## src/logic/resp_bank_pkg.sv

```systemverilog
// Response bank shared definitions
// Default bank sizes and the vector types that carry a meaning

`default_nettype none

package resp_bank_pkg;

  ////////////////////
  // Sizes
  ////////////////////

  // Greatest number of identifiers the types can hold
  localparam int unsigned MaxIds = 4;
  // Greatest number of slots in the shared memory
  localparam int unsigned MaxCapacity = 8;

  localparam int unsigned IdWidth = $clog2(MaxIds);
  localparam int unsigned SlotWidth = $clog2(MaxCapacity);
  // One more bit so a count can reach the full capacity
  localparam int unsigned CountWidth = $clog2(MaxCapacity + 1);
  localparam int unsigned PayloadWidth = 8;

  ////////////////////
  // Types
  ////////////////////

  // Identifier of a response
  typedef logic [IdWidth-1:0] id_t;
  // One bit per identifier
  typedef logic [MaxIds-1:0] id_mask_t;
  // Slot address in the shared memory
  typedef logic [SlotWidth-1:0] slot_t;
  // One bit per slot
  typedef logic [MaxCapacity-1:0] slot_mask_t;
  // Slots reserved or stored for one identifier
  typedef logic [CountWidth-1:0] count_t;
  // Response content without the identifier
  typedef logic [PayloadWidth-1:0] payload_t;

endpackage

`default_nettype wire

```

## src/logic/slot_allocator.sv

```systemverilog
// Slot allocator for the response bank
// Occupied bit per slot, lowest free slot search and slot freeing

`timescale 1ns/1ps
`default_nettype none

module slot_allocator import resp_bank_pkg::*; #(
  parameter int unsigned Capacity = MaxCapacity
) (
  input  wire logic       clk_i,
  input  wire logic       rst_ni,
  input  wire logic       i_rsv_fire,
  input  wire logic       i_free_slot_valid,
  input  wire slot_t      i_free_slot,
  output      logic       o_rsv_ready,
  output      slot_t      o_free_addr,
  output      slot_mask_t o_released_onehot
);

  slot_mask_t occupied_q;
  slot_mask_t free_mask;
  slot_mask_t rsv_onehot;
  slot_mask_t free_onehot;

  // Free slots, limited to the configured capacity
  always_comb begin
    free_mask = '0;
    for (int i = 0; i < Capacity; i++) begin
      free_mask[i] = ~occupied_q[i];
    end
  end

  // Lowest free slot wins, scan from the top down
  always_comb begin
    o_free_addr = '0;
    for (int i = Capacity - 1; i >= 0; i--) begin
      if (free_mask[i]) begin
        o_free_addr = slot_t'(i);
      end
    end
  end

  assign o_rsv_ready = |free_mask;

  // One-hot views of the reserved and freed slots
  always_comb begin
    rsv_onehot = '0;
    free_onehot = '0;
    if (i_rsv_fire) begin
      rsv_onehot[o_free_addr] = 1'b1;
    end
    if (i_free_slot_valid) begin
      free_onehot[i_free_slot] = 1'b1;
    end
  end

  assign o_released_onehot = free_onehot;

  // Reserved slot is free and freed slot is occupied, so the two never overlap
  always_ff @(posedge clk_i or negedge rst_ni) begin
    if (!rst_ni) begin
      occupied_q <= '0;
    end else begin
      occupied_q <= (occupied_q | rsv_onehot) & ~free_onehot;
    end
  end

endmodule

`default_nettype wire

```

## src/logic/id_queue_ctrl.sv

```systemverilog
// Per-identifier queue controller
// Reserve tail, write pointer and read head of one linked list
// Reserved and stored counters

`timescale 1ns/1ps
`default_nettype none

module id_queue_ctrl import resp_bank_pkg::*; (
  input  wire logic  clk_i,
  input  wire logic  rst_ni,
  input  wire logic  i_rsv_fire,
  input  wire slot_t i_rsv_slot,
  input  wire logic  i_in_fire,
  input  wire logic  i_pop,
  input  wire slot_t i_link_at_wr,
  input  wire slot_t i_link_at_rd,
  output      slot_t o_rsv_tail,
  output      slot_t o_wr_ptr,
  output      slot_t o_rd_head,
  output      logic  o_has_rsv,
  output      logic  o_has_msg
);

  // List order from the head: stored slots, then reserved slots up to the tail
  slot_t  rsv_tail_q;
  slot_t  wr_ptr_q;
  slot_t  rd_head_q;
  count_t rsv_cnt_q;
  count_t msg_cnt_q;

  count_t list_len;
  count_t len_after_pop;
  count_t rsv_after_in;

  assign list_len = rsv_cnt_q + msg_cnt_q;
  // List length once this cycle's output has left
  assign len_after_pop = list_len - count_t'(i_pop);
  // Unfilled reservations once this cycle's input is written
  assign rsv_after_in = rsv_cnt_q - count_t'(i_in_fire);

  always_ff @(posedge clk_i or negedge rst_ni) begin
    if (!rst_ni) begin
      rsv_tail_q <= '0;
      wr_ptr_q <= '0;
      rd_head_q <= '0;
      rsv_cnt_q <= '0;
      msg_cnt_q <= '0;
    end else begin
      // New reservation always becomes the tail
      if (i_rsv_fire) begin
        rsv_tail_q <= i_rsv_slot;
      end

      // No unfilled reservation left, so the new slot is the next to fill
      // The link at the old tail is written in this same cycle and not yet readable
      if (i_rsv_fire && rsv_after_in == '0) begin
        wr_ptr_q <= i_rsv_slot;
      end else if (i_in_fire) begin
        wr_ptr_q <= i_link_at_wr;
      end

      // Empty list restarts at the new slot
      if (i_rsv_fire && len_after_pop == '0) begin
        rd_head_q <= i_rsv_slot;
      end else if (i_pop) begin
        rd_head_q <= i_link_at_rd;
      end

      rsv_cnt_q <= rsv_after_in + count_t'(i_rsv_fire);
      msg_cnt_q <= msg_cnt_q + count_t'(i_in_fire) - count_t'(i_pop);
    end
  end

  assign o_rsv_tail = rsv_tail_q;
  assign o_wr_ptr = wr_ptr_q;
  assign o_rd_head = rd_head_q;
  assign o_has_rsv = (rsv_cnt_q != '0);
  assign o_has_msg = (msg_cnt_q != '0);

endmodule

`default_nettype wire

```

## src/logic/link_ram.sv

```systemverilog
// Link memory of the response bank
// Next-slot pointer per slot, one write port, two reads per identifier

`timescale 1ns/1ps
`default_nettype none

module link_ram import resp_bank_pkg::*; #(
  parameter int unsigned NumIds   = MaxIds,
  parameter int unsigned Capacity = MaxCapacity
) (
  input  wire logic  clk_i,
  input  wire logic  rst_ni,
  input  wire logic  i_wr_en,
  input  wire slot_t i_wr_addr,
  input  wire slot_t i_wr_next,
  input  wire slot_t i_rd_addr_wr   [NumIds],
  input  wire slot_t i_rd_addr_head [NumIds],
  output      slot_t o_next_wr      [NumIds],
  output      slot_t o_next_head    [NumIds]
);

  slot_t next_q [Capacity];

  // Entry written when a reservation extends a list that is not empty
  always_ff @(posedge clk_i or negedge rst_ni) begin
    if (!rst_ni) begin
      next_q <= '{default: '0};
    end else if (i_wr_en) begin
      next_q[i_wr_addr] <= i_wr_next;
    end
  end

  // Combinational reads at each queue's write pointer and read head
  always_comb begin
    for (int i = 0; i < NumIds; i++) begin
      o_next_wr[i] = next_q[i_rd_addr_wr[i]];
      o_next_head[i] = next_q[i_rd_addr_head[i]];
    end
  end

endmodule

`default_nettype wire

```

## src/logic/msg_ram.sv

```systemverilog
// Message memory of the response bank
// Payload flop array, one write port and one combinational read port

`timescale 1ns/1ps
`default_nettype none

module msg_ram import resp_bank_pkg::*; #(
  parameter int unsigned Capacity = MaxCapacity
) (
  input  wire logic     clk_i,
  input  wire logic     i_wr_en,
  input  wire slot_t    i_wr_addr,
  input  wire payload_t i_wr_data,
  input  wire slot_t    i_rd_addr,
  output      payload_t o_rd_data
);

  payload_t mem_q [Capacity];

  // Write on input handshake
  always_ff @(posedge clk_i) begin
    if (i_wr_en) begin
      mem_q[i_wr_addr] <= i_wr_data;
    end
  end

  // Read at the registered output slot
  assign o_rd_data = mem_q[i_rd_addr];

endmodule

`default_nettype wire

```

## src/logic/release_arbiter.sv

```systemverilog
// Release arbiter of the response bank
// Eligible mask, lowest identifier pick and registered output slot

`timescale 1ns/1ps
`default_nettype none

module release_arbiter import resp_bank_pkg::*; #(
  parameter int unsigned NumIds = MaxIds
) (
  input  wire logic       clk_i,
  input  wire logic       rst_ni,
  input  wire id_mask_t   i_has_msg,
  input  wire slot_t      i_rd_head [NumIds],
  input  wire slot_mask_t i_release_en,
  input  wire logic       i_out_ready,
  output      logic       o_out_valid,
  output      id_t        o_out_id,
  output      slot_t      o_out_slot,
  output      id_mask_t   o_pop,
  output      logic       o_free_slot_valid
);

  logic  out_valid_q;
  id_t   out_id_q;
  slot_t out_slot_q;

  logic [NumIds-1:0] eligible;
  id_t   pick_id;
  slot_t pick_slot;
  logic  out_fire;

  // Oldest stored slot of the identifier must be enabled
  // Lowest identifier wins, scan from the top down
  always_comb begin
    eligible = '0;
    pick_id = '0;
    pick_slot = '0;
    for (int i = NumIds - 1; i >= 0; i--) begin
      eligible[i] = i_has_msg[i] && i_release_en[i_rd_head[i]];
      if (eligible[i]) begin
        pick_id = id_t'(i);
        pick_slot = i_rd_head[i];
      end
    end
  end

  assign out_fire = out_valid_q && i_out_ready;

  ////////////////////
  // Output register
  ////////////////////

  // Reload only when empty, so a handshake always leaves one idle cycle
  always_ff @(posedge clk_i or negedge rst_ni) begin
    if (!rst_ni) begin
      out_valid_q <= 1'b0;
      out_id_q <= '0;
      out_slot_q <= '0;
    end else if (out_fire) begin
      out_valid_q <= 1'b0;
    end else if (!out_valid_q && |eligible) begin
      out_valid_q <= 1'b1;
      out_id_q <= pick_id;
      out_slot_q <= pick_slot;
    end
  end

  // Pop strobe back to the owning queue
  always_comb begin
    o_pop = '0;
    if (out_fire) begin
      o_pop[out_id_q] = 1'b1;
    end
  end

  assign o_out_valid = out_valid_q;
  assign o_out_id = out_id_q;
  assign o_out_slot = out_slot_q;
  assign o_free_slot_valid = out_fire;

endmodule

`default_nettype wire

```

## src/logic/resp_bank_top.sv

```systemverilog
// Response bank top level
// Slot allocator, per-identifier queues, arbiter and the two memories

`timescale 1ns/1ps
`default_nettype none

module resp_bank_top import resp_bank_pkg::*; #(
  parameter int unsigned NumIds   = MaxIds,
  parameter int unsigned Capacity = MaxCapacity
) (
  input  wire logic       clk_i,
  input  wire logic       rst_ni,
  // Reservation
  input  wire logic       i_rsv_valid,
  input  wire id_t        i_rsv_id,
  output      logic       o_rsv_ready,
  output      slot_t      o_rsv_addr,
  // Response input
  input  wire logic       i_in_valid,
  input  wire id_t        i_in_id,
  input  wire payload_t   i_in_payload,
  output      logic       o_in_ready,
  // Release enable and output
  input  wire slot_mask_t i_release_en,
  output      logic       o_out_valid,
  output      id_t        o_out_id,
  output      payload_t   o_out_payload,
  input  wire logic       i_out_ready,
  output      slot_mask_t o_released_onehot
);

  logic     rsv_fire;
  logic     in_fire;
  id_mask_t has_rsv;
  id_mask_t has_msg;
  id_mask_t pop;
  slot_t    rsv_tail  [NumIds];
  slot_t    wr_ptr    [NumIds];
  slot_t    rd_head   [NumIds];
  slot_t    link_wr   [NumIds];
  slot_t    link_rd   [NumIds];
  slot_t    out_slot;
  logic     free_valid;
  slot_t    msg_wr_addr;
  slot_t    link_wr_addr;
  logic     link_wr_en;

  assign rsv_fire = i_rsv_valid && o_rsv_ready;
  // Ready follows valid, accepted only against an unfilled reservation
  assign o_in_ready = i_in_valid && has_rsv[i_in_id];
  assign in_fire = o_in_ready;

  slot_allocator #(
    .Capacity (Capacity)
  ) u_alloc (
    .clk_i             (clk_i),
    .rst_ni            (rst_ni),
    .i_rsv_fire        (rsv_fire),
    .i_free_slot_valid (free_valid),
    .i_free_slot       (out_slot),
    .o_rsv_ready       (o_rsv_ready),
    .o_free_addr       (o_rsv_addr),
    .o_released_onehot (o_released_onehot)
  );

  ////////////////////
  // Identifier queues
  ////////////////////

  for (genvar g = 0; g < NumIds; g++) begin : gen_queue
    id_queue_ctrl u_queue (
      .clk_i        (clk_i),
      .rst_ni       (rst_ni),
      .i_rsv_fire   (rsv_fire && (i_rsv_id == id_t'(g))),
      .i_rsv_slot   (o_rsv_addr),
      .i_in_fire    (in_fire && (i_in_id == id_t'(g))),
      .i_pop        (pop[g]),
      .i_link_at_wr (link_wr[g]),
      .i_link_at_rd (link_rd[g]),
      .o_rsv_tail   (rsv_tail[g]),
      .o_wr_ptr     (wr_ptr[g]),
      .o_rd_head    (rd_head[g]),
      .o_has_rsv    (has_rsv[g]),
      .o_has_msg    (has_msg[g])
    );
  end

  // Identifiers above the configured count never hold anything
  for (genvar g = NumIds; g < MaxIds; g++) begin : gen_unused_id
    assign has_rsv[g] = 1'b0;
    assign has_msg[g] = 1'b0;
  end

  // Write address and link update of the active identifiers
  always_comb begin
    msg_wr_addr = '0;
    link_wr_addr = '0;
    link_wr_en = 1'b0;
    for (int i = 0; i < NumIds; i++) begin
      if (i_in_id == id_t'(i)) begin
        msg_wr_addr = wr_ptr[i];
      end
      // Chain the new slot behind the tail of a list that is not empty
      if (i_rsv_id == id_t'(i)) begin
        link_wr_addr = rsv_tail[i];
        link_wr_en = rsv_fire && (has_rsv[i] || has_msg[i]);
      end
    end
  end

  link_ram #(
    .NumIds   (NumIds),
    .Capacity (Capacity)
  ) u_link (
    .clk_i          (clk_i),
    .rst_ni         (rst_ni),
    .i_wr_en        (link_wr_en),
    .i_wr_addr      (link_wr_addr),
    .i_wr_next      (o_rsv_addr),
    .i_rd_addr_wr   (wr_ptr),
    .i_rd_addr_head (rd_head),
    .o_next_wr      (link_wr),
    .o_next_head    (link_rd)
  );

  msg_ram #(
    .Capacity (Capacity)
  ) u_msg (
    .clk_i     (clk_i),
    .i_wr_en   (in_fire),
    .i_wr_addr (msg_wr_addr),
    .i_wr_data (i_in_payload),
    .i_rd_addr (out_slot),
    .o_rd_data (o_out_payload)
  );

  release_arbiter #(
    .NumIds (NumIds)
  ) u_arb (
    .clk_i             (clk_i),
    .rst_ni            (rst_ni),
    .i_has_msg         (has_msg),
    .i_rd_head         (rd_head),
    .i_release_en      (i_release_en),
    .i_out_ready       (i_out_ready),
    .o_out_valid       (o_out_valid),
    .o_out_id          (o_out_id),
    .o_out_slot        (out_slot),
    .o_pop             (pop),
    .o_free_slot_valid (free_valid)
  );

endmodule

`default_nettype wire

```

## config.mk

```make
export PLATFORM = sky130hd
export DESIGN_NAME = resp_bank_top
export DESIGN_NICKNAME = d
export VERILOG_FILES = /design/src/logic/resp_bank_pkg.sv /design/src/logic/slot_allocator.sv /design/src/logic/id_queue_ctrl.sv /design/src/logic/link_ram.sv /design/src/logic/msg_ram.sv /design/src/logic/release_arbiter.sv /design/src/logic/resp_bank_top.sv
export SDC_FILE = /design/constraint.sdc
export NUM_CORES = 1
export LEC_CHECK = 0
export BUFFER_PORTS_ARGS = -buffer_cell sky130_fd_sc_hd__buf_4
export CORE_MARGIN = 2
export CORE_UTILIZATION = 57
export CTS_CLUSTER_DIAMETER = 50
export DETAILED_ROUTE_END_ITERATION = 10
export GPL_TIMING_DRIVEN = 0
export MAX_ROUTING_LAYER = met4
export PLACE_DENSITY = 0.82
export SLEW_MARGIN = 25
export SYNTH_ARGS = -nofsm -noshare
export SYNTH_HDL_FRONTEND = slang
export SYNTH_SLANG_ARGS = --single-unit
```

## constraint.sdc

```tcl
create_clock -name clk_i -period 3.1 [get_ports clk_i]
set_input_delay 0.155 -clock clk_i [delete_from_list [all_inputs] [get_ports clk_i]]
set_output_delay 0.155 -clock clk_i [all_outputs]
set_load 0.01 [all_outputs]
```

==> impl_metrics.env, run 1 <==
export IMPL_status="finished, final reports clean"
export IMPL_clk_pin_slew_ns=0.07
export IMPL_numClockSinks=170
export IMPL_grt_max_degree=107
export IMPL_numCtsBuffers=17
export IMPL_detail_route_antenna_nets=0
export IMPL_timing_hold_worst_start="i_rsv_valid"
export IMPL_share_comb_of_total_power=0.536
export IMPL_post_layout_minimum_cycle_time_ns=3.09
export IMPL_drt_wirelength_per_cell_microns=22.3
export IMPL_slew_violations=0
export IMPL_largest_cells_by_area_after_synthesis="sky130_fd_sc_hd__dfrtp_1 25%, sky130_fd_sc_hd__edfxtp_1 18%, sky130_fd_sc_hd__mux4_2 16%"
export IMPL_ioPinCount=49
export IMPL_p_leak_nw=5.03
export IMPL_maxClockFrequency_mhz=323
export IMPL_synthDominantCellAreaShare=0.250
export IMPL_ir_drop_v=0.000597
export IMPL_antenna_cells_inserted=0
export IMPL_critical_path_arrival_ns=3.17
export IMPL_worstHoldPathType="in -> reg"
export IMPL_core_area_sq_um=18100
export IMPL_cts_tree="built"
export IMPL_rows=49
export IMPL_critical_path_slowest_cell="sky130_fd_sc_hd__a21boi_0"
export IMPL_drc_errors=0
export IMPL_cts_htree_levels=4
export IMPL_cts_root_buffer="sky130_fd_sc_hd__clkbuf_16"
export IMPL_final_hold_worst_slack_ns=0.191
export IMPL_die_y_microns=140
export IMPL_slowest_delay_ns=0.74
export IMPL_worst_pin_slew_ns=0.960
export IMPL_antenna_violations_before_repair=0
export IMPL_yosysWarningCount=0
export IMPL_finish_utilization=0.667
export IMPL_cell_internal_pwr_w=0.00785
export IMPL_syn_area_sq_um=10600
export IMPL_drv_cap=0
export IMPL_drtPass1Iterations=5
export IMPL_die_area_sq_um=19700
export IMPL_finalNetCount=1019
export IMPL_timing_slew_headroom=0.355
export IMPL_timing_hold_violations_final=0
export IMPL_mappedNetlistNets=941
export IMPL_cts_buffer_depth=2
export IMPL_yosysTopAreaCell="sky130_fd_sc_hd__dfrtp_1"
export IMPL_synth_ff_type="sky130_fd_sc_hd__dfrtp_1"
export IMPL_via_count=7498
export IMPL_power_density_cell_area_nw_per_um2=1140
export IMPL_die_x_microns=140
export IMPL_grt_overflow=0
export IMPL_numPortBuffers=45
export IMPL_power_share_sequential=0.302
export IMPL_synthToLayoutAreaGrowth_pct=13.8
export IMPL_starting_utilization_of_the_core_area=0.586
export IMPL_crit_fanout=8
export IMPL_number_of_instances_in_the_synthesized_netlist=848
export IMPL_hpwl_after_detailed_placement_mm=17.2
export IMPL_synth_edff_count=64
export IMPL_vias_per_cell=6.42
export IMPL_ffs_w_async_s_r_synth=0.624
export IMPL_critical_path_required_ns=3.17
export IMPL_worst_setup_path_type="reg -> reg"
export IMPL_finalWeightedCongestion=0.936
export IMPL_grt_pass1_wl_mm=41.2
export IMPL_power_switching_w=0.00586
export IMPL_critical_path_reg2reg_startpoint="gen_queue[0].u_queue.rsv_cnt_q[3]$_DFF_PN0_"
export IMPL_clk_skew_ns=0.00965
export IMPL_final_period_utilization=0.998
export IMPL_dpl_cell_area_sq_um=11200
export IMPL_layout_drive_gt1_share=0.266
export IMPL_timing_critical_path_from_type="flop"
export IMPL_critPathCaptureType="flop"
export IMPL_timing_critical_path_cells="nor4_4, nor2b_1, a211o_1, a21boi_0, nand2b_1, nor2_1"
export IMPL_detailedRoute_firstIterationViolations=819
export IMPL_clockPowerShare=0.162
export IMPL_timing_reg2reg_worst_path_depth=6
export IMPL_yosysSeqAreaShare=0.431
export IMPL_synth_seq_cells=170
export IMPL_grt_use_total=0.284
export IMPL_worstSkewPairLatency_ns=0.45
export IMPL_postSynthAreaPerCell_sq_um=12.5
export IMPL_finish_instance_area_sq_um=12100
export IMPL_worstSetupStartpoint="gen_queue[0].u_queue.rsv_cnt_q[3]$_DFF_PN0_"
export IMPL_route_final_wire_length_mm=26.1
export IMPL_post_synth_num_cell_types=61
export IMPL_power_switching_share=0.427
export IMPL_worst_hold_path_num_cells=4
export IMPL_setup_viol=0
export IMPL_num_fill_cells=1233
export IMPL_grt_pass1_vias=7563
## cell families (layout without fill, tap and decap cells)
family / count (synthesis) / in the layout / synth area share
DFF: 170 / 170 / 0.431
muxes: 147 / 147 / 0.240
xor gates and xnor gates: 40 / 40 / 0.0330
AOI/OAI and AO/OA: 114 / 114 / 0.0687
adders and majority gates: 68 / 68 / 0.0859
buffers and inverters: 122 / 213 / 0.0464
and+or+nand+nor: 187 / 187 / 0.0946
## critical path: cells and delay by family (launching register included)
kind	cells	cell delay (ns)
AO/OA/AOI/OAI	2	1.01
AND/OR/NAND/NOR	4	1.27
flip-flops	1	0.44
## placed cells by master (no fill, tap or decap), drive strengths merged, types with 8 or more instances in the layout
| cell | count |
|---|---|
| fa | 8 |
| dfrtp | 106 |
| nor3 | 8 |
| ha | 60 |
| mux2i | 28 |
| edfxtp | 64 |
| a21oi | 21 |
| clkbuf | 40 |
| nor2 | 34 |
| nand2 | 55 |
| o21ai | 50 |
| nand3 | 19 |
| mux2 | 43 |
| a21o | 9 |
| xnor2 | 27 |
| buf | 64 |
| mux4 | 76 |
| dlygate4sd3 | 10 |
| nor3b | 18 |
| inv | 94 |
| nand2b | 10 |
| xor2 | 13 |
## cell usage after synthesis (all sizes together) (4+ instances only)
cell type  instances
o211ai             7
nand2b            10
dfrtp            106
mux2              43
nand3             19
xnor2             27
nor4               7
fa                 8
nand2             55
mux2i             28
a21o               9
ha                60
xor2              13
a21oi             21
edfxtp            64
buf               14
nor3               8
o21ai             50
nor3b             18
nor2b              7
mux4              76
nor2              34
inv               82
a31oi              4
and3               5
nand4              6
clkbuf            24
## power groups by stage
stage               registers, W  clock network, W  logic [W]
floorplan                0.00367                 0    0.00553
global placement         0.00396                 0    0.00689
detailed placement       0.00402                 0    0.00714
CTS                      0.00401           0.00223    0.00729
global route             0.00419           0.00232    0.00807
finish                   0.00414           0.00222    0.00735
## final cells by class
type	count	area, sq um	area share
inverter	84	328	0.0272
sequential	170	4580	0.379
clock buffer	17	425	0.0352
timing repair buffer	60	482	0.0399
buffer	37	161	0.0134
multi-input combinational	556	5620	0.465
clock inverter	15	194	0.0161
tap	229	287	0.0237
## registers in the layout, summed over array words and instances (netlist names)
signal                        flops
u_arb.o_out_valid                 1
gen_queue.u_queue.msg_cnt_q      16
u_arb.o_out_id                    2
gen_queue.u_queue.rsv_cnt_q      16
gen_queue.u_queue.o_wr_ptr       12
u_arb.o_out_slot                  3
u_link.next_q                    24
gen_queue.u_queue.o_rsv_tail     12
u_alloc.occupied_q                8
gen_queue.u_queue.o_rd_head      12
u_msg.mem_q                      64
## timing repair
| item | 4_1_cts | 5_1_grt |
|---|---|---|
| gates resized for setup | 10 | 10 |
| hold endpoints to repair | 171 | 0 |
| pin swaps | 0 | 2 |
| endpoints found under the setup margin | 36 | 35 |
| setup buffers | 0 | 5 |
| hold buffers | 10 | 0 |
## stage by stage
step           setup WS, ns  setup TNS (ns)  total power (W)  std cells
2_1_floorplan         0.126               0          0.00920        848
3_3_place_gp         -0.344           -1.17           0.0108       1122
3_5_place_dp         -0.401           -2.93           0.0112       1122
4_1_cts              0.0167               0           0.0135       1164
5_1_grt             -0.0984          -0.207           0.0146       1168
6_report            0.00725               0           0.0137       1168
## worst paths after layout
kind                                                                        to  slack [ns]
max in group asynchronous                      u_alloc.occupied_q[5]$_DFF_PN0_        2.11
min in group asynchronous        gen_queue[3].u_queue.o_rd_head[1]$_DFFE_PN0P_        0.36
worst min register to register  gen_queue[1].u_queue.o_rsv_tail[1]$_DFFE_PN0P_        0.48
worst min-delay path                           u_alloc.occupied_q[0]$_DFF_PN0_        0.19
worst max-delay path                               u_msg.mem_q[4][3]$_DFFE_PP_       0.007
worst max register to register                     u_msg.mem_q[4][3]$_DFFE_PP_       0.007
## metal layers
layer	routed length [microns]	global-route usage	vias to the layer above
met2	12900	0.459	403
li1	-	-	3305
met3	2260	0.0629	90
met4	1020	0.116	0
met1	9920	0.350	3700
met5	0	-	-
(Power assumes the default switching activity.)
==> run 2: changes to the inputs <==
--- a/config.mk
+++ b/config.mk
@@ -5,7 +5,7 @@
 export SDC_FILE = /design/constraint.sdc
 export NUM_CORES = 1
 export LEC_CHECK = 0
-export BUFFER_PORTS_ARGS = -buffer_cell sky130_fd_sc_hd__buf_4
+export BUFFER_PORTS_ARGS = -buffer_cell sky130_fd_sc_hd__buf_2
 export CORE_MARGIN = 2
 export CORE_UTILIZATION = 57
 export CTS_CLUSTER_DIAMETER = 50
==> run 2 against run 1 <==
The run now ends with setup timing left. Die area is the same. Register-to-register slack lost 0.03 ns. Non-clock buffer count shrank 6. Critical path depth is the same. Clock skew grew 0.0020 ns. Worst hold slack lost 0.19 ns. Clock power is essentially flat. Critical path type unchanged.
==> impl_metrics.env, run 2 (synthesis results as in run 1) <==
export IMPL_status="finished, violations left"
export IMPL_violated_checks="setup timing"
export IMPL_post_layout_minimum_cycle_time_ns=3.12
export IMPL_starting_utilization_of_the_core_area=0.586
export IMPL_crit_fanout=8
export IMPL_timing_critical_path_cells="nor4_4, nor2b_1, a211o_1, a21boi_0, nand2b_1, nor2_1"
export IMPL_numCtsBuffers=17
export IMPL_slew_violations=0
export IMPL_num_fill_cells=1257
export IMPL_final_hold_worst_slack_ns=0.00280
export IMPL_cts_buffer_depth=2
export IMPL_timing_critical_path_from_type="flop"
export IMPL_clk_pin_slew_ns=0.08
export IMPL_synthToLayoutAreaGrowth_pct=12.5
export IMPL_fin_setup_tns_ns=-0.249
export IMPL_drc_errors=0
export IMPL_finish_utilization=0.659
export IMPL_rows=49
export IMPL_critical_path_slowest_cell="sky130_fd_sc_hd__nor2_1"
export IMPL_flip_flop_count_of_the_largest_register_all_copies_and_words_added=64
export IMPL_drv_cap=0
export IMPL_slowest_delay_ns=0.77
export IMPL_worst_pin_slew_ns=1.06
export IMPL_maxClockFrequency_mhz=320
export IMPL_multi_input_comb_area_sq_um=5600
export IMPL_drtPass1Iterations=5
export IMPL_ir_drop_v=0.000599
export IMPL_setup_ws_ns=-0.0234
export IMPL_largest_registers="u_msg.mem_q x64, u_link.next_q x24"
export IMPL_detail_route_antenna_nets=0
export IMPL_grt_pass1_wl_mm=41.1
export IMPL_p_leak_nw=4.97
export IMPL_critical_path_required_ns=3.17
export IMPL_layout_commonest_cell="sky130_fd_sc_hd__dfrtp_1"
export IMPL_final_period_utilization=1.01
export IMPL_timing_hold_violations_final=0
export IMPL_layout_common_cells="103 x sky130_fd_sc_hd__dfrtp_1, 79 x sky130_fd_sc_hd__inv_1, 76 x sky130_fd_sc_hd__mux4_2"
export IMPL_finalWeightedCongestion=0.923
export IMPL_hpwl_after_detailed_placement_mm=17.3
export IMPL_critical_path_buf_inv_count=0
export IMPL_ioPinCount=49
export IMPL_worst_setup_path_type="reg -> reg"
export IMPL_cts_htree_levels=4
export IMPL_cts_tree="built"
export IMPL_cts_root_buffer="sky130_fd_sc_hd__clkbuf_16"
export IMPL_die_y_microns=140
export IMPL_route_final_wire_length_mm=25.7
export IMPL_antenna_violations_before_repair=1
export IMPL_grt_use_total=0.281
export IMPL_power_density_cell_area_nw_per_um2=1140
export IMPL_grt_overflow=0
export IMPL_clk_skew_ns=0.0116
export IMPL_vias_per_cell=6.43
export IMPL_grt_pass1_vias=7654
export IMPL_via_count=7475
export IMPL_total_area_of_sequential_cells_sq_um=4580
export IMPL_setup_repair_after_global_routing_missed_its_margin="yes"
export IMPL_numPortBuffers=45
export IMPL_critPathCaptureType="flop"
export IMPL_setup_viol=20
export IMPL_antenna_cells_inserted=0
export IMPL_largest_register="u_msg.mem_q"
export IMPL_numClockSinks=170
export IMPL_layout_drive_gt1_share=0.259
export IMPL_detailedRoute_firstIterationViolations=674
export IMPL_timing_slew_headroom=0.294
export IMPL_critical_path_arrival_ns=3.19
export IMPL_worstHoldPathType="in -> reg"
export IMPL_core_area_sq_um=18100
export IMPL_worstSkewPairLatency_ns=0.45
export IMPL_grt_max_degree=76
export IMPL_die_area_sq_um=19700
export IMPL_die_x_microns=140
export IMPL_path_delay_family="simple AND/OR/NAND/NOR gates"
export IMPL_postCtsSetupRepairBufs=0
export IMPL_finalNetCount=1013
export IMPL_drt_wirelength_per_cell_microns=22.1
run 2: cell count changes in the layout (fill, tap and decap cells not counted), moves of 3 or more:
cell	previous run	this run
sky130_fd_sc_hd__buf_2	9	52
sky130_fd_sc_hd__buf_4	50	1
sky130_fd_sc_hd__inv_6	4	1
sky130_fd_sc_hd__nor2_1	26	29
sky130_fd_sc_hd__nor2_2	7	4
run 2: report_power, final:
part | switching [W] | internal, W | leakage, nW
clock network | 0.00112 | 0.00112 | 0.304
registers | 0.000958 | 0.00312 | 1.85
logic | 0.00379 | 0.00351 | 2.82
run 2: metal layers:
layer | routed length (microns) | track usage | up-vias
met5 | 0 | - | -
met2 | 12700 | 0.452 | 388
met4 | 984 | 0.119 | 0
li1 | - | - | 3298
met1 | 9710 | 0.351 | 3700
met3 | 2250 | 0.0564 | 89
run 2: worst paths after layout:
kind                                                             endpoint  slack, ns                                      startpoint  cells after the start
max                                           u_msg.mem_q[6][4]$_DFFE_PP_      -0.02     gen_queue[0].u_queue.rsv_cnt_q[3]$_DFF_PN0_                      6
min in group asynchronous     gen_queue[1].u_queue.msg_cnt_q[3]$_DFF_PN0_       0.16                                          rst_ni                      2
max reg2reg                                   u_msg.mem_q[6][4]$_DFFE_PP_      -0.02     gen_queue[0].u_queue.rsv_cnt_q[3]$_DFF_PN0_                      6
min                                           u_msg.mem_q[0][4]$_DFFE_PP_      0.003                                 i_in_payload[4]                      1
max in group asynchronous     gen_queue[0].u_queue.rsv_cnt_q[2]$_DFF_PN0_       2.26                                          rst_ni                      3
min reg2reg                gen_queue[1].u_queue.o_rsv_tail[2]$_DFFE_PN0P_       0.49  gen_queue[1].u_queue.o_rsv_tail[2]$_DFFE_PN0P_                      2
run 2: worst reg2reg max path: cells and delay by family, from the launching register on:
kind | cells | cell delay (ns)
compound gates | 2 | 0.97
flops | 1 | 0.47
simple gates | 4 | 1.31
run 2: through the flow:
stage | power [W] | instances | area, sq um | worst slack (ns)
floorplan | 0.00920 | 848 | 10600 | 0.126
global placement | 0.0108 | 1122 | 11100 | -0.338
detailed placement | 0.0111 | 1123 | 11200 | -0.379
CTS | 0.0135 | 1163 | 11900 | 0.0102
global route | 0.0145 | 1162 | 11900 | -0.0462
finish | 0.0136 | 1162 | 11900 | -0.0234
run 2: final cells by class:
class / instances / share of cell area
inverters: 84 / 0.0275
well taps: 229 / 0.0240
multi-input cells: 556 / 0.470
repair buffers: 55 / 0.0293
plain buffers: 36 / 0.0131
clock inverters: 15 / 0.0169
clock buffers: 17 / 0.0357
flip-flops and latches: 170 / 0.384
run 2: timing repair:
action | in CTS | in global routing
resized for setup | 4 | 12
pin swaps | 0 | 0
setup endpoints to repair | 27 | 32
endpoints found under the hold margin | 103 | 0
hold buffers | 9 | 0
==> run 3: changes to the inputs <==
--- a/config.mk
+++ b/config.mk
@@ -13,6 +13,7 @@
 export GPL_TIMING_DRIVEN = 0
 export MAX_ROUTING_LAYER = met4
 export PLACE_DENSITY = 0.82
+export SETUP_SLACK_MARGIN = 0.02
 export SLEW_MARGIN = 25
 export SYNTH_ARGS = -nofsm -noshare
 export SYNTH_HDL_FRONTEND = slang
==> run 3 against run 2 <==
The run still ends with setup timing left. Power grew 0.27%. Die area is the same. Highest routed layer unchanged. Sequential cell count did not move. Critical path depth stayed put. Clock power about the same. Global-route usage about the same. Critical endpoint unchanged. Maximum frequency down 0.75%. Clock skew decreased by 0.0029 ns. Largest power group unchanged.
==> impl_metrics.env, run 3 (synthesis results as in run 1) <==
export IMPL_status="finished, violations left"
export IMPL_violated_checks="setup timing"
export IMPL_maxClockFrequency_mhz=318
export IMPL_timing_slew_headroom=0.362
export IMPL_drt_wirelength_per_cell_microns=22.1
export IMPL_timing_rr_end="u_msg.mem_q[6][4]$_DFFE_PP_"
export IMPL_numCtsBuffers=17
export IMPL_setup_ws_ns=-0.0470
export IMPL_critical_path_slowest_cell="sky130_fd_sc_hd__nor2_1"
export IMPL_numClockSinks=170
export IMPL_register_to_register_setup_slack_ns=-0.05
export IMPL_antenna_cells_inserted=0
export IMPL_finish_utilization=0.662
export IMPL_worst_hold_path_num_cells=1
export IMPL_die_y_microns=140
export IMPL_drc_errors=0
export IMPL_p_leak_nw=4.99
export IMPL_drtPass1Iterations=5
export IMPL_hpwl_after_detailed_placement_mm=17.3
export IMPL_cts_root_buffer="sky130_fd_sc_hd__clkbuf_16"
export IMPL_finalWeightedCongestion=0.923
export IMPL_setup_viol=13
export IMPL_critical_path_reg2reg_startpoint="gen_queue[0].u_queue.rsv_cnt_q[3]$_DFF_PN0_"
export IMPL_vias_per_cell=6.46
export IMPL_timing_hold_violations_final=0
export IMPL_drv_cap=0
export IMPL_clk_skew_ns=0.00868
export IMPL_die_area_sq_um=19700
export IMPL_antenna_violations_before_repair=1
export IMPL_core_area_sq_um=18100
export IMPL_timing_hold_worst_start="i_in_payload[4]"
export IMPL_starting_utilization_of_the_core_area=0.586
export IMPL_grt_pass1_vias=7639
export IMPL_worst_setup_path_type="reg -> reg"
export IMPL_timing_critical_path_from_type="flop"
export IMPL_synthToLayoutAreaGrowth_pct=12.9
export IMPL_crit_fanout=8
export IMPL_cts_tree="built"
export IMPL_grt_pass1_wl_mm=41.1
export IMPL_largest_register="u_msg.mem_q"
export IMPL_grt_overflow=0
export IMPL_slew_violations=0
export IMPL_worst_hold_path_endpoint="u_msg.mem_q[0][4]$_DFFE_PP_"
export IMPL_critical_path_arrival_ns=3.21
export IMPL_worstHoldPathType="in -> reg"
export IMPL_slowest_delay_ns=0.79
export IMPL_route_final_wire_length_mm=25.7
export IMPL_layout_commonest_cell="sky130_fd_sc_hd__dfrtp_1"
export IMPL_power_density_cell_area_nw_per_um2=1140
export IMPL_ioPinCount=49
export IMPL_layout_common_cells="103 x sky130_fd_sc_hd__dfrtp_1, 79 x sky130_fd_sc_hd__inv_1, 76 x sky130_fd_sc_hd__mux4_2"
export IMPL_ir_drop_v=0.000596
export IMPL_via_count=7528
export IMPL_grt_use_total=0.281
export IMPL_critical_path_required_ns=3.16
export IMPL_layout_drive_gt1_share=0.267
export IMPL_setup_repair_after_global_routing_missed_its_margin="yes"
export IMPL_numPortBuffers=45
export IMPL_grt_max_degree=76
export IMPL_detailedRoute_firstIterationViolations=663
export IMPL_timing_reg2reg_worst_path_depth=6
export IMPL_worstSkewPairLatency_ns=0.44
export IMPL_die_x_microns=140
export IMPL_largest_registers="u_msg.mem_q x64, u_link.next_q x24"
export IMPL_detail_route_antenna_nets=0
export IMPL_cts_htree_levels=4
export IMPL_worst_pin_slew_ns=0.949
export IMPL_finalNetCount=1016
export IMPL_cts_buffer_depth=2
export IMPL_critPathCaptureType="flop"
export IMPL_final_hold_worst_slack_ns=0.00741
export IMPL_clk_pin_slew_ns=0.08
export IMPL_final_period_utilization=1.02
export IMPL_rows=49
export IMPL_timing_critical_path_cells="nor4_4, nor2b_1, a211o_1, a21boi_0, nand2b_1, nor2_1"
export IMPL_flip_flop_count_of_the_largest_register_all_copies_and_words_added=64
export IMPL_post_layout_minimum_cycle_time_ns=3.15
[run 3: cell types whose count changed in the layout (fill, tap and decap cells not counted)]
cell                       previous run  this run
sky130_fd_sc_hd__nor3b_2              1         2
sky130_fd_sc_hd__clkbuf_1            22        21
sky130_fd_sc_hd__xnor2_2              0         1
sky130_fd_sc_hd__nor2_1              29        27
sky130_fd_sc_hd__buf_4                1         5
sky130_fd_sc_hd__nor2_2               4         6
sky130_fd_sc_hd__nor3b_1             17        16
sky130_fd_sc_hd__xnor2_1             27        26
[run 3: worst max-delay path, delay by kind of cell (launching register included)]
family,cells,cell delay [ns]
flip-flops,1,0.47
AO/OA/AOI/OAI,2,0.98
AND/OR/NAND/NOR,4,1.33
[run 3: power breakdown]
group / total [W] / internal [W] / switching, W
logic: 0.00731 / 0.00354 / 0.00377
clock network: 0.00225 / 0.00113 / 0.00112
registers: 0.00410 / 0.00312 / 0.000982
[run 3: final cells by class]
| type | instances | area (sq um) |
|---|---|---|
| flip-flops and latches | 170 | 4580 |
| well taps | 229 | 287 |
| multi-input cells | 556 | 5620 |
| repair buffers | 59 | 379 |
| inverters | 84 | 328 |
| fillers | 1252 | 6120 |
| plain buffers | 35 | 153 |
| clock buffers | 17 | 425 |
| clock inverters | 15 | 201 |
[run 3: how the worst max path moves through the flow]
stage / startpoint / slack (ns) / to
CTS: gen_queue[0].u_queue.rsv_cnt_q[3]$_DFF_PN0_ / 0.03 / u_msg.mem_q[2][0]$_DFFE_PP_
global placement: u_arb.o_out_valid$_DFFE_PN0P_ / -0.34 / gen_queue[0].u_queue.o_rd_head[2]$_DFFE_PN0P_
finish: gen_queue[0].u_queue.rsv_cnt_q[3]$_DFF_PN0_ / -0.05 / u_msg.mem_q[6][4]$_DFFE_PP_
floorplan: u_arb.o_out_valid$_DFFE_PN0P_ / 0.13 / gen_queue[0].u_queue.o_rd_head[2]$_DFFE_PN0P_
global route: gen_queue[0].u_queue.rsv_cnt_q[3]$_DFF_PN0_ / -0.03 / u_msg.mem_q[4][0]$_DFFE_PP_
detailed placement: u_arb.o_out_valid$_DFFE_PN0P_ / -0.38 / gen_queue[0].u_queue.o_rd_head[2]$_DFFE_PN0P_
[run 3: what timing repair did]
action	CTS	global route
buffers inserted	0	4
resized for setup	6	14
pin swaps	0	1
hold endpoints to repair	103	0
setup endpoints to repair	37	53
hold buffers	9	0
[run 3: routing by layer]
metal,track usage,share of wire,routed length [microns]
met3,0.0561,0.090,2300
met4,0.116,0.037,950
met5,-,0,0
met1,0.352,0.38,9720
met2,0.453,0.49,12700
[run 3: metrics by stage]
step           setup WS, ns  area, sq um  cells  total power, W  TNS, ns
2_1_floorplan         0.126        10600    848         0.00920        0
3_3_place_gp         -0.338        11100   1122          0.0108    -1.12
3_5_place_dp         -0.379        11200   1123          0.0111    -1.50
4_1_cts              0.0327        11900   1163          0.0135        0
5_1_grt             -0.0307        12000   1165          0.0145   -0.330
6_report            -0.0470        12000   1165          0.0137   -0.359
